[src/source/bridge_defines.svh]
`ifndef BRIDGE_DEFINES_SVH
`define BRIDGE_DEFINES_SVH

// register banks behind the decoder.
`define BANK_COUNT 4

// words held by each bank.
`define BANK_WORDS 16

// word offset field, at the bottom of the address.
`define OFFSET_LSB 0
`define OFFSET_BITS 4

// bank select field, directly above the offset.
`define BANK_LSB (`OFFSET_LSB + `OFFSET_BITS)
`define BANK_BITS 2

// address bits at or above this position must be zero.
`define MAP_BITS (`OFFSET_BITS + `BANK_BITS)

`endif

[src/source/as_proto_pkg.sv]
package as_proto_pkg;

  // one byte on the serial link.
  typedef logic [7:0] byte_t;

  // command codes sent by the host.
  typedef enum logic [7:0] {
    CMD_NOP   = 8'd0,
    CMD_READ  = 8'd1,
    CMD_WRITE = 8'd2,
    CMD_PING  = 8'd8
  } cmd_e;

  // response type byte, first byte of every response frame.
  typedef enum logic [7:0] {
    RESP_ACK      = 8'd1,
    RESP_PING     = 8'd8,
    RESP_CMDERROR = 8'd253,
    RESP_BUSERROR = 8'd254
  } resp_e;

endpackage

[src/source/wb_map_pkg.sv]
`include "bridge_defines.svh"

package wb_map_pkg;

  // wishbone data word.
  typedef logic [15:0] word_t;

  // wishbone byte-link address, two bytes from the host.
  typedef logic [15:0] addr_t;

  // bank select and word offset fields of the address.
  typedef logic [`BANK_BITS-1:0] bank_idx_t;
  typedef logic [`OFFSET_BITS-1:0] offset_t;

endpackage

[src/source/as_wb_bridge.sv]
module as_wb_bridge (
  input  logic                clk,
  input  logic                reset,
  input  as_proto_pkg::byte_t as_data_i,
  input  logic                as_dstrb_i,
  output logic                as_busy_o,
  output as_proto_pkg::byte_t as_data_o,
  output logic                as_dstrb_o,
  input  logic                as_busy_i,
  output logic                wb_we_o,
  output logic                wb_cyc_o,
  output logic                wb_stb_o,
  output wb_map_pkg::addr_t   wb_adr_o,
  output wb_map_pkg::word_t   wb_dat_o,
  input  wb_map_pkg::word_t   wb_dat_i,
  input  logic                wb_ack_i,
  input  logic                wb_err_i
);

  typedef enum logic [1:0] {
    ST_COMMAND,
    ST_COLLECT,
    ST_WAIT,
    ST_RESPONSE
  } state_t;

  state_t state;

  as_proto_pkg::byte_t cmd_type;
  wb_map_pkg::addr_t   cmd_addr;
  wb_map_pkg::word_t   cmd_data;
  logic [1:0]          collect_cnt;
  logic                wb_strb;
  logic                datai_take;

  as_proto_pkg::resp_e resp_type;
  wb_map_pkg::word_t   resp_data;

  // response serializer state.
  logic                resp_active;
  logic [1:0]          resp_cnt;
  logic                resp_long;
  as_proto_pkg::resp_e resp_type_buf;
  wb_map_pkg::word_t   resp_data_buf;

  assign as_busy_o  = (state == ST_WAIT) || (state == ST_RESPONSE) || resp_active;
  assign datai_take = as_dstrb_i && !as_busy_o;

  always_ff @(posedge clk) begin
    // the bus strobe is a single-cycle pulse.
    wb_strb <= 1'b0;
    if (reset) begin
      state       <= ST_COMMAND;
      collect_cnt <= '0;
    end else begin
      case (state)
        ST_COMMAND: begin
          collect_cnt <= '0;
          if (datai_take) begin
            cmd_type <= as_data_i;
            case (as_data_i)
              as_proto_pkg::CMD_NOP: begin
                // nothing to answer, stay for the next command.
              end
              as_proto_pkg::CMD_READ, as_proto_pkg::CMD_WRITE: begin
                state <= ST_COLLECT;
              end
              as_proto_pkg::CMD_PING: begin
                resp_type <= as_proto_pkg::RESP_PING;
                state     <= ST_RESPONSE;
              end
              default: begin
                resp_type <= as_proto_pkg::RESP_CMDERROR;
                state     <= ST_RESPONSE;
              end
            endcase
          end
        end
        ST_COLLECT: begin
          if (datai_take) begin
            collect_cnt <= collect_cnt + 2'd1;
            case (collect_cnt)
              2'd0: cmd_addr[7:0] <= as_data_i;
              2'd1: begin
                cmd_addr[15:8] <= as_data_i;
                if (cmd_type == as_proto_pkg::CMD_READ) begin
                  wb_strb <= 1'b1;
                  state   <= ST_WAIT;
                end
              end
              2'd2: cmd_data[7:0] <= as_data_i;
              default: begin
                cmd_data[15:8] <= as_data_i;
                wb_strb        <= 1'b1;
                state          <= ST_WAIT;
              end
            endcase
          end
        end
        ST_WAIT: begin
          if (wb_err_i) begin
            resp_type <= as_proto_pkg::RESP_BUSERROR;
            state     <= ST_RESPONSE;
          end else if (wb_ack_i) begin
            resp_type <= as_proto_pkg::RESP_ACK;
            resp_data <= wb_dat_i;
            state     <= ST_RESPONSE;
          end
        end
        default: begin
          // the serializer takes the response in this same cycle.
          if (!resp_active) begin
            state <= ST_COMMAND;
          end
        end
      endcase
    end
  end

  always_ff @(posedge clk) begin
    if (reset) begin
      resp_active <= 1'b0;
      resp_cnt    <= '0;
    end else if (!resp_active) begin
      resp_cnt <= '0;
      if (state == ST_RESPONSE) begin
        resp_type_buf <= resp_type;
        resp_data_buf <= resp_data;
        resp_long     <= (cmd_type == as_proto_pkg::CMD_READ) &&
                         (resp_type == as_proto_pkg::RESP_ACK);
        resp_active   <= 1'b1;
      end
    end else if (!as_busy_i) begin
      resp_cnt <= resp_cnt + 2'd1;
      if (!resp_long || resp_cnt == 2'd2) begin
        resp_active <= 1'b0;
      end
    end
  end

  // type byte, then data low and high for an acked read.
  always_comb begin
    case (resp_cnt)
      2'd0:    as_data_o = resp_type_buf;
      2'd1:    as_data_o = resp_data_buf[7:0];
      default: as_data_o = resp_data_buf[15:8];
    endcase
  end

  assign as_dstrb_o = resp_active;

  assign wb_cyc_o = wb_strb;
  assign wb_stb_o = wb_strb;
  assign wb_we_o  = cmd_type == as_proto_pkg::CMD_WRITE;
  assign wb_adr_o = cmd_addr;
  assign wb_dat_o = cmd_data;

  a_ack_err_excl: assert property (@(posedge clk) disable iff (reset)
    !(wb_ack_i && wb_err_i));

  // a strobe only enters the wait state, and the slave answers one cycle later.
  a_stb_answer: assert property (@(posedge clk) disable iff (reset)
    wb_stb_o |-> (state == ST_WAIT) ##1 (wb_ack_i || wb_err_i));

endmodule

[src/source/wb_bank_decoder.sv]
`include "bridge_defines.svh"

module wb_bank_decoder (
  input  logic                  clk,
  input  logic                  reset,
  input  logic                  wb_stb_i,
  input  wb_map_pkg::addr_t     wb_adr_i,
  output logic [`BANK_COUNT-1:0] bank_stb_o,
  output wb_map_pkg::offset_t   bank_offset_o,
  output logic                  wb_err_o
);

  wb_map_pkg::bank_idx_t bank_idx;
  logic                  mapped;

  assign bank_idx      = wb_adr_i[`BANK_LSB +: `BANK_BITS];
  assign bank_offset_o = wb_adr_i[`OFFSET_LSB +: `OFFSET_BITS];

  // anything above the bank field makes the address unmapped.
  assign mapped = (wb_adr_i >> `MAP_BITS) == '0;

  always_comb begin
    for (int i = 0; i < `BANK_COUNT; i++) begin
      bank_stb_o[i] = wb_stb_i && mapped && (bank_idx == wb_map_pkg::bank_idx_t'(i));
    end
  end

  // error lines up with the registered bank acknowledge.
  always_ff @(posedge clk) begin
    if (reset) begin
      wb_err_o <= 1'b0;
    end else begin
      wb_err_o <= wb_stb_i && !mapped;
    end
  end

  a_stb_onehot: assert property (@(posedge clk) disable iff (reset)
    $onehot0(bank_stb_o));

endmodule

[src/source/wb_reg_bank.sv]
`include "bridge_defines.svh"

module wb_reg_bank (
  input  logic                clk,
  input  logic                reset,
  input  logic                stb_i,
  input  logic                we_i,
  input  wb_map_pkg::offset_t offset_i,
  input  wb_map_pkg::word_t   dat_i,
  output wb_map_pkg::word_t   dat_o,
  output logic                ack_o
);

  wb_map_pkg::word_t regs [`BANK_WORDS];

  always_ff @(posedge clk) begin
    if (reset) begin
      ack_o <= 1'b0;
      for (int i = 0; i < `BANK_WORDS; i++) begin
        regs[i] <= '0;
      end
    end else begin
      ack_o <= stb_i;
      if (stb_i && we_i) begin
        regs[offset_i] <= dat_i;
      end
    end
  end

  // read data rides along with the ack.
  always_ff @(posedge clk) begin
    if (stb_i && !we_i) begin
      dat_o <= regs[offset_i];
    end
  end

  a_ack_after_stb: assert property (@(posedge clk) disable iff (reset)
    ack_o |-> $past(stb_i));

endmodule

[src/source/wb_bank_return.sv]
`include "bridge_defines.svh"

module wb_bank_return (
  input  logic [`BANK_COUNT-1:0] bank_ack_i,
  input  wb_map_pkg::word_t      bank_dat_i [`BANK_COUNT],
  output logic                   wb_ack_o,
  output wb_map_pkg::word_t      wb_dat_o
);

  assign wb_ack_o = |bank_ack_i;

  // acks are one-hot, so an and-or mux picks the acking bank.
  always_comb begin
    wb_dat_o = '0;
    for (int i = 0; i < `BANK_COUNT; i++) begin
      if (bank_ack_i[i]) begin
        wb_dat_o = wb_dat_o | bank_dat_i[i];
      end
    end
  end

endmodule

[src/source/as_wb_top.sv]
`include "bridge_defines.svh"

module as_wb_top (
  input  logic                clk,
  input  logic                reset,
  input  as_proto_pkg::byte_t as_data_i,
  input  logic                as_dstrb_i,
  output logic                as_busy_o,
  output as_proto_pkg::byte_t as_data_o,
  output logic                as_dstrb_o,
  input  logic                as_busy_i
);

  logic                   wb_we;
  logic                   wb_cyc;
  logic                   wb_stb;
  wb_map_pkg::addr_t      wb_adr;
  wb_map_pkg::word_t      wb_dat_m2s;
  wb_map_pkg::word_t      wb_dat_s2m;
  logic                   wb_ack;
  logic                   wb_err;
  logic [`BANK_COUNT-1:0] bank_stb;
  logic [`BANK_COUNT-1:0] bank_ack;
  wb_map_pkg::offset_t    bank_offset;
  wb_map_pkg::word_t      bank_dat [`BANK_COUNT];

  as_wb_bridge u_bridge (
    .clk        (clk),
    .reset      (reset),
    .as_data_i  (as_data_i),
    .as_dstrb_i (as_dstrb_i),
    .as_busy_o  (as_busy_o),
    .as_data_o  (as_data_o),
    .as_dstrb_o (as_dstrb_o),
    .as_busy_i  (as_busy_i),
    .wb_we_o    (wb_we),
    .wb_cyc_o   (wb_cyc),
    .wb_stb_o   (wb_stb),
    .wb_adr_o   (wb_adr),
    .wb_dat_o   (wb_dat_m2s),
    .wb_dat_i   (wb_dat_s2m),
    .wb_ack_i   (wb_ack),
    .wb_err_i   (wb_err)
  );

  // a slave is selected only inside a bus cycle.
  wb_bank_decoder u_decoder (
    .clk           (clk),
    .reset         (reset),
    .wb_stb_i      (wb_cyc & wb_stb),
    .wb_adr_i      (wb_adr),
    .bank_stb_o    (bank_stb),
    .bank_offset_o (bank_offset),
    .wb_err_o      (wb_err)
  );

  for (genvar g = 0; g < `BANK_COUNT; g++) begin : g_bank
    wb_reg_bank u_bank (
      .clk      (clk),
      .reset    (reset),
      .stb_i    (bank_stb[g]),
      .we_i     (wb_we),
      .offset_i (bank_offset),
      .dat_i    (wb_dat_m2s),
      .dat_o    (bank_dat[g]),
      .ack_o    (bank_ack[g])
    );
  end

  wb_bank_return u_return (
    .bank_ack_i (bank_ack),
    .bank_dat_i (bank_dat),
    .wb_ack_o   (wb_ack),
    .wb_dat_o   (wb_dat_s2m)
  );

endmodule

[config.mk]
export PLATFORM = sky130hd
export DESIGN_NAME = as_wb_top
export DESIGN_NICKNAME = d
export VERILOG_FILES = /design/src/source/as_proto_pkg.sv /design/src/source/wb_map_pkg.sv /design/src/source/as_wb_bridge.sv /design/src/source/wb_bank_decoder.sv /design/src/source/wb_reg_bank.sv /design/src/source/wb_bank_return.sv /design/src/source/as_wb_top.sv
export VERILOG_INCLUDE_DIRS = /design/src /design/src/source
export SDC_FILE = /design/constraint.sdc
export NUM_CORES = 2
export LEC_CHECK = 0
export BUFFER_PORTS_ARGS = -buffer_cell sky130_fd_sc_hd__buf_2
export CAP_MARGIN = 15
export CORE_MARGIN = 5
export CORE_UTILIZATION = 57
export DETAILED_ROUTE_END_ITERATION = 8
export PLACE_DENSITY = 0.76
export SLEW_MARGIN = 0
export SYNTH_ARGS = -nofsm -noshare
export SYNTH_HDL_FRONTEND = slang
export SYNTH_SLANG_ARGS = --single-unit
[constraint.sdc]
create_clock -name clk -period 3 [get_ports clk]
set_input_delay 0.6 -clock clk [delete_from_list [all_inputs] [get_ports clk]]
set_output_delay 0.6 -clock clk [all_outputs]
set_load 0.01 [all_outputs]
==> results.yml <==
floorplan:
  core_sq_mm: 0.0886
  pin_count: 22
  dieArea_sq_mm: 0.0957
  die_w_um: 309
  die_y_um: 309
  core.rowCount: 109
  start_util_pct: 57.6
clock_tree:
  h-tree-depth: 3
  ctsHoldBuffers: 0
  cts_made_buffers: 116
  postCtsSetupBuffers: 0
  insertion_delay_ps: 700
  numClockSinks: 1182
  cts_root_buf: "clkbuf_16"
  cts_tree: "built"
  post_cts_resized: 2
  clk_path_buf_depth: 3
  clk_pin_slew_ps: 60
worst_setup_path:
  cp-start-kind: "flop"
  setup.worst_path.end_class: "output pin"
  critical_path_class: "reg -> out"
  worstPathRequired_ps: 2400
  cp.arrival_ps: 2300
  reg2reg_slack_ps: 180
  cp_max_fo: 5
global_routing:
  grt_max_degree: 101
  grt_pass1_wl_um: 217000
  grt_antenna_before_repair: 4
  grt_pass1_vias: 31313
  grt-ovfl-total: 0
  grt_use_total_pct: 31.9
routing:
  vias_per_cell: 6.86
  wl_met3_um: 20900
  wl_per_cell_um: 33.2
  top_layer: "met5"
  met1_length_um: 49100
  dr.first_iter.drc_count: 5124
  first_pass_iters: 7
  wirelength_um: 151000
  ant_nets: 0
  drc: 0
  vias: 31178
  dr_wl_met2_um: 69400
final_layout:
  syn_to_final_growth_pct: 13.0
  layout.nets: 3304
  fillCellCount: 5947
  drive_gt1_share_pct: 23.0
  post-route-util_pct: 65.1
synth:
  yosys.area.top_type: "edfxtp_1"
  ys_seq_area_share_pct: 69.2
  synthTopCellsByArea: "edfxtp_1 69%, mux4_2 14%, nor2_1 5.9%, and3_1 3.2%, clkbuf_1 1.6%"
  synth_top_family_by_area: "multiplexers"
  synth.top_cell.area_share_pct: 68.7
  synthArstFlopShare_pct: 0
  yosys.area_share.simple_pct: 11.7
  synth_cell_types: 52
  ys_ff_latch: 1182
  synth_area_sq_mm: 0.0511
  synth_edf_count: 1169
  synth_mux_area_share_pct: 14.2
  synthAdderAreaFrac_pct: 0.269
  synth_compound_area_share_pct: 1.79
  synth_most_common_cell: "edfxtp_1"
  synthFlopType: "edfxtp_1"
  synth-xor-area-share_pct: 0.0343
  synth.avg_cell_area_sq_um: 15.8
  yosys_warnings: 0
  yosys-top-cells-count: "1,169 x edfxtp_1, 800 x nor2_1, 320 x mux4_2"
  synth_nets: 3258
  synth_cells: 3235
power_and_ir_drop:
  p_leak_nw: 20.3
  comb_power_share_pct: 5.8
  netSwitchingPower_mw: 7.52
  clockPowerShare_pct: 41.5
  power_density_mw_per_mm2: 619
  p_int_mw: 28.2
  irDropWorstVdd_uv: 479
  seqPwrFrac_pct: 52.7
  switching_share_pct: 21.1
sta:
  tns_ps: 0
  setup_viol: 0
  max_slew_margin_pct: 23.3
  fin_skew_ps: 25.3
  worst_pin_slew_ps: 1150
  fin_crit_ps: 2900
  finalCritPeriodShare_pct: 96.7
  fmax_ghz: 0.345
  drv_slew: 0
  rsz0062_at_grt: "false"
  hold_viol: 0
outcome:
  status: "complete, no violations"
placement:
  gp_congestion: 1.09
  hpwlAfterDp_um: 91300
  port_buffers: 21
job:
  cap_viol_max_count: 0
worst_hold_path:
  hold_class: "in -> reg"
==> power by group through the flow <==
stage | combinational (mW) | clock, mW | sequential [mW]
3_3_place_gp | 1.98 | 0 | 19.1
2_1_floorplan | 1.30 | 0 | 19.1
4_1_cts | 2.05 | 14.9 | 18.9
3_5_place_dp | 2.03 | 0 | 19.2
5_1_grt | 2.15 | 15.6 | 18.9
6_report | 2.06 | 14.8 | 18.9
==> critical path, stage by stage, from the launching register on <==
cell	delay, ps
dfxtp_1	380
inv_1	80
ha_1	370
and2_1	300
a221o_1	320
buf_2	150
==> sequential cells by signal, indices dropped and copies added, names as in the netlist, 8 cells and up <==
signal	cells
u_bridge.wb_dat_o	16
u_bridge.resp_data	16
u_bridge.wb_adr_o	16
g_bank.u_bank.dat_o	64
u_bridge.cmd_type	8
u_bridge.resp_data_buf	16
g_bank.u_bank.regs	1024
==> cells in the final DEF (no fill, tap or decap), types with 35 or more instances in the layout <==
cell,netlist,layout
nand2_1,84,78
mux4_2,320,320
buf_12,0,63
buf_4,4,169
nor2_1,800,797
clkbuf_16,0,118
a22oi_1,35,35
edfxtp_1,1169,1169
and3_1,260,260
a21o_1,64,64
==> cell families (layout without fill, tap and decap cells) <==
logic type	Yosys count	count (layout)
simple gates	1263	1263
xor+xnor	2	2
buf+inv	335	479
fa+ha+maj	11	11
flops	1182	1182
compound gates	118	118
mux	324	324
other cells	0	3
==> metrics by stage <==
step | hold slack, ps | cells | worst slack, ps | total power, mW | area, sq um
5_1_grt | 160 | 4544 | 0.168 | 36.6 | 57700
2_1_floorplan | 400 | 3235 | 273 | 20.4 | 51100
3_5_place_dp | 405 | 4328 | 292 | 21.2 | 53900
4_1_cts | 139 | 4544 | 80.6 | 35.8 | 57700
3_3_place_gp | 403 | 4328 | 448 | 21.1 | 53900
6_report | 165 | 4547 | 100 | 35.7 | 57700
==> worst paths after layout <==
| path | startpoint | endpoint | cells past startpoint |
|---|---|---|---|
| max | u_bridge.resp_cnt[0]$_SDFFE_PP0N_ | as_data_o[6] | 5 |
| min | as_data_i[3] | u_bridge.wb_adr_o[3]$_DFFE_PP_ | 1 |
| max reg2reg | u_bridge.wb_adr_o[13]$_DFFE_PP_ | g_bank[2].u_bank.regs[1][10]$_SDFFCE_PN0P_ | 5 |
| min reg2reg | u_bridge.resp_data[0]$_DFFE_PP_ | u_bridge.resp_data_buf[0]$_DFFE_PP_ | 0 |
==> cell type report <==
| type | instances | area (sq um) | share of cell area [%] |
|---|---|---|---|
| antenna | 3 | 7.51 | 0.0130 |
| inverter | 11 | 41.3 | 0.0715 |
| multi-input combinational | 1718 | 14400 | 24.9 |
| clock inverter | 77 | 827 | 1.43 |
| timing repair buffer | 252 | 2630 | 4.56 |
| sequential | 1182 | 35400 | 61.3 |
| clock buffer | 139 | 3030 | 5.25 |
| tap | 1165 | 1460 | 2.53 |
==> routing by layer <==
layer | up-vias | global-route usage, %
met5 | - | 0.643
met4 | 6 | 18.7
met1 | 15717 | 41.5
met3 | 536 | 8.37
li1 | 12383 | -
met2 | 2536 | 49.2
Power figures use the tool's default switching activity.
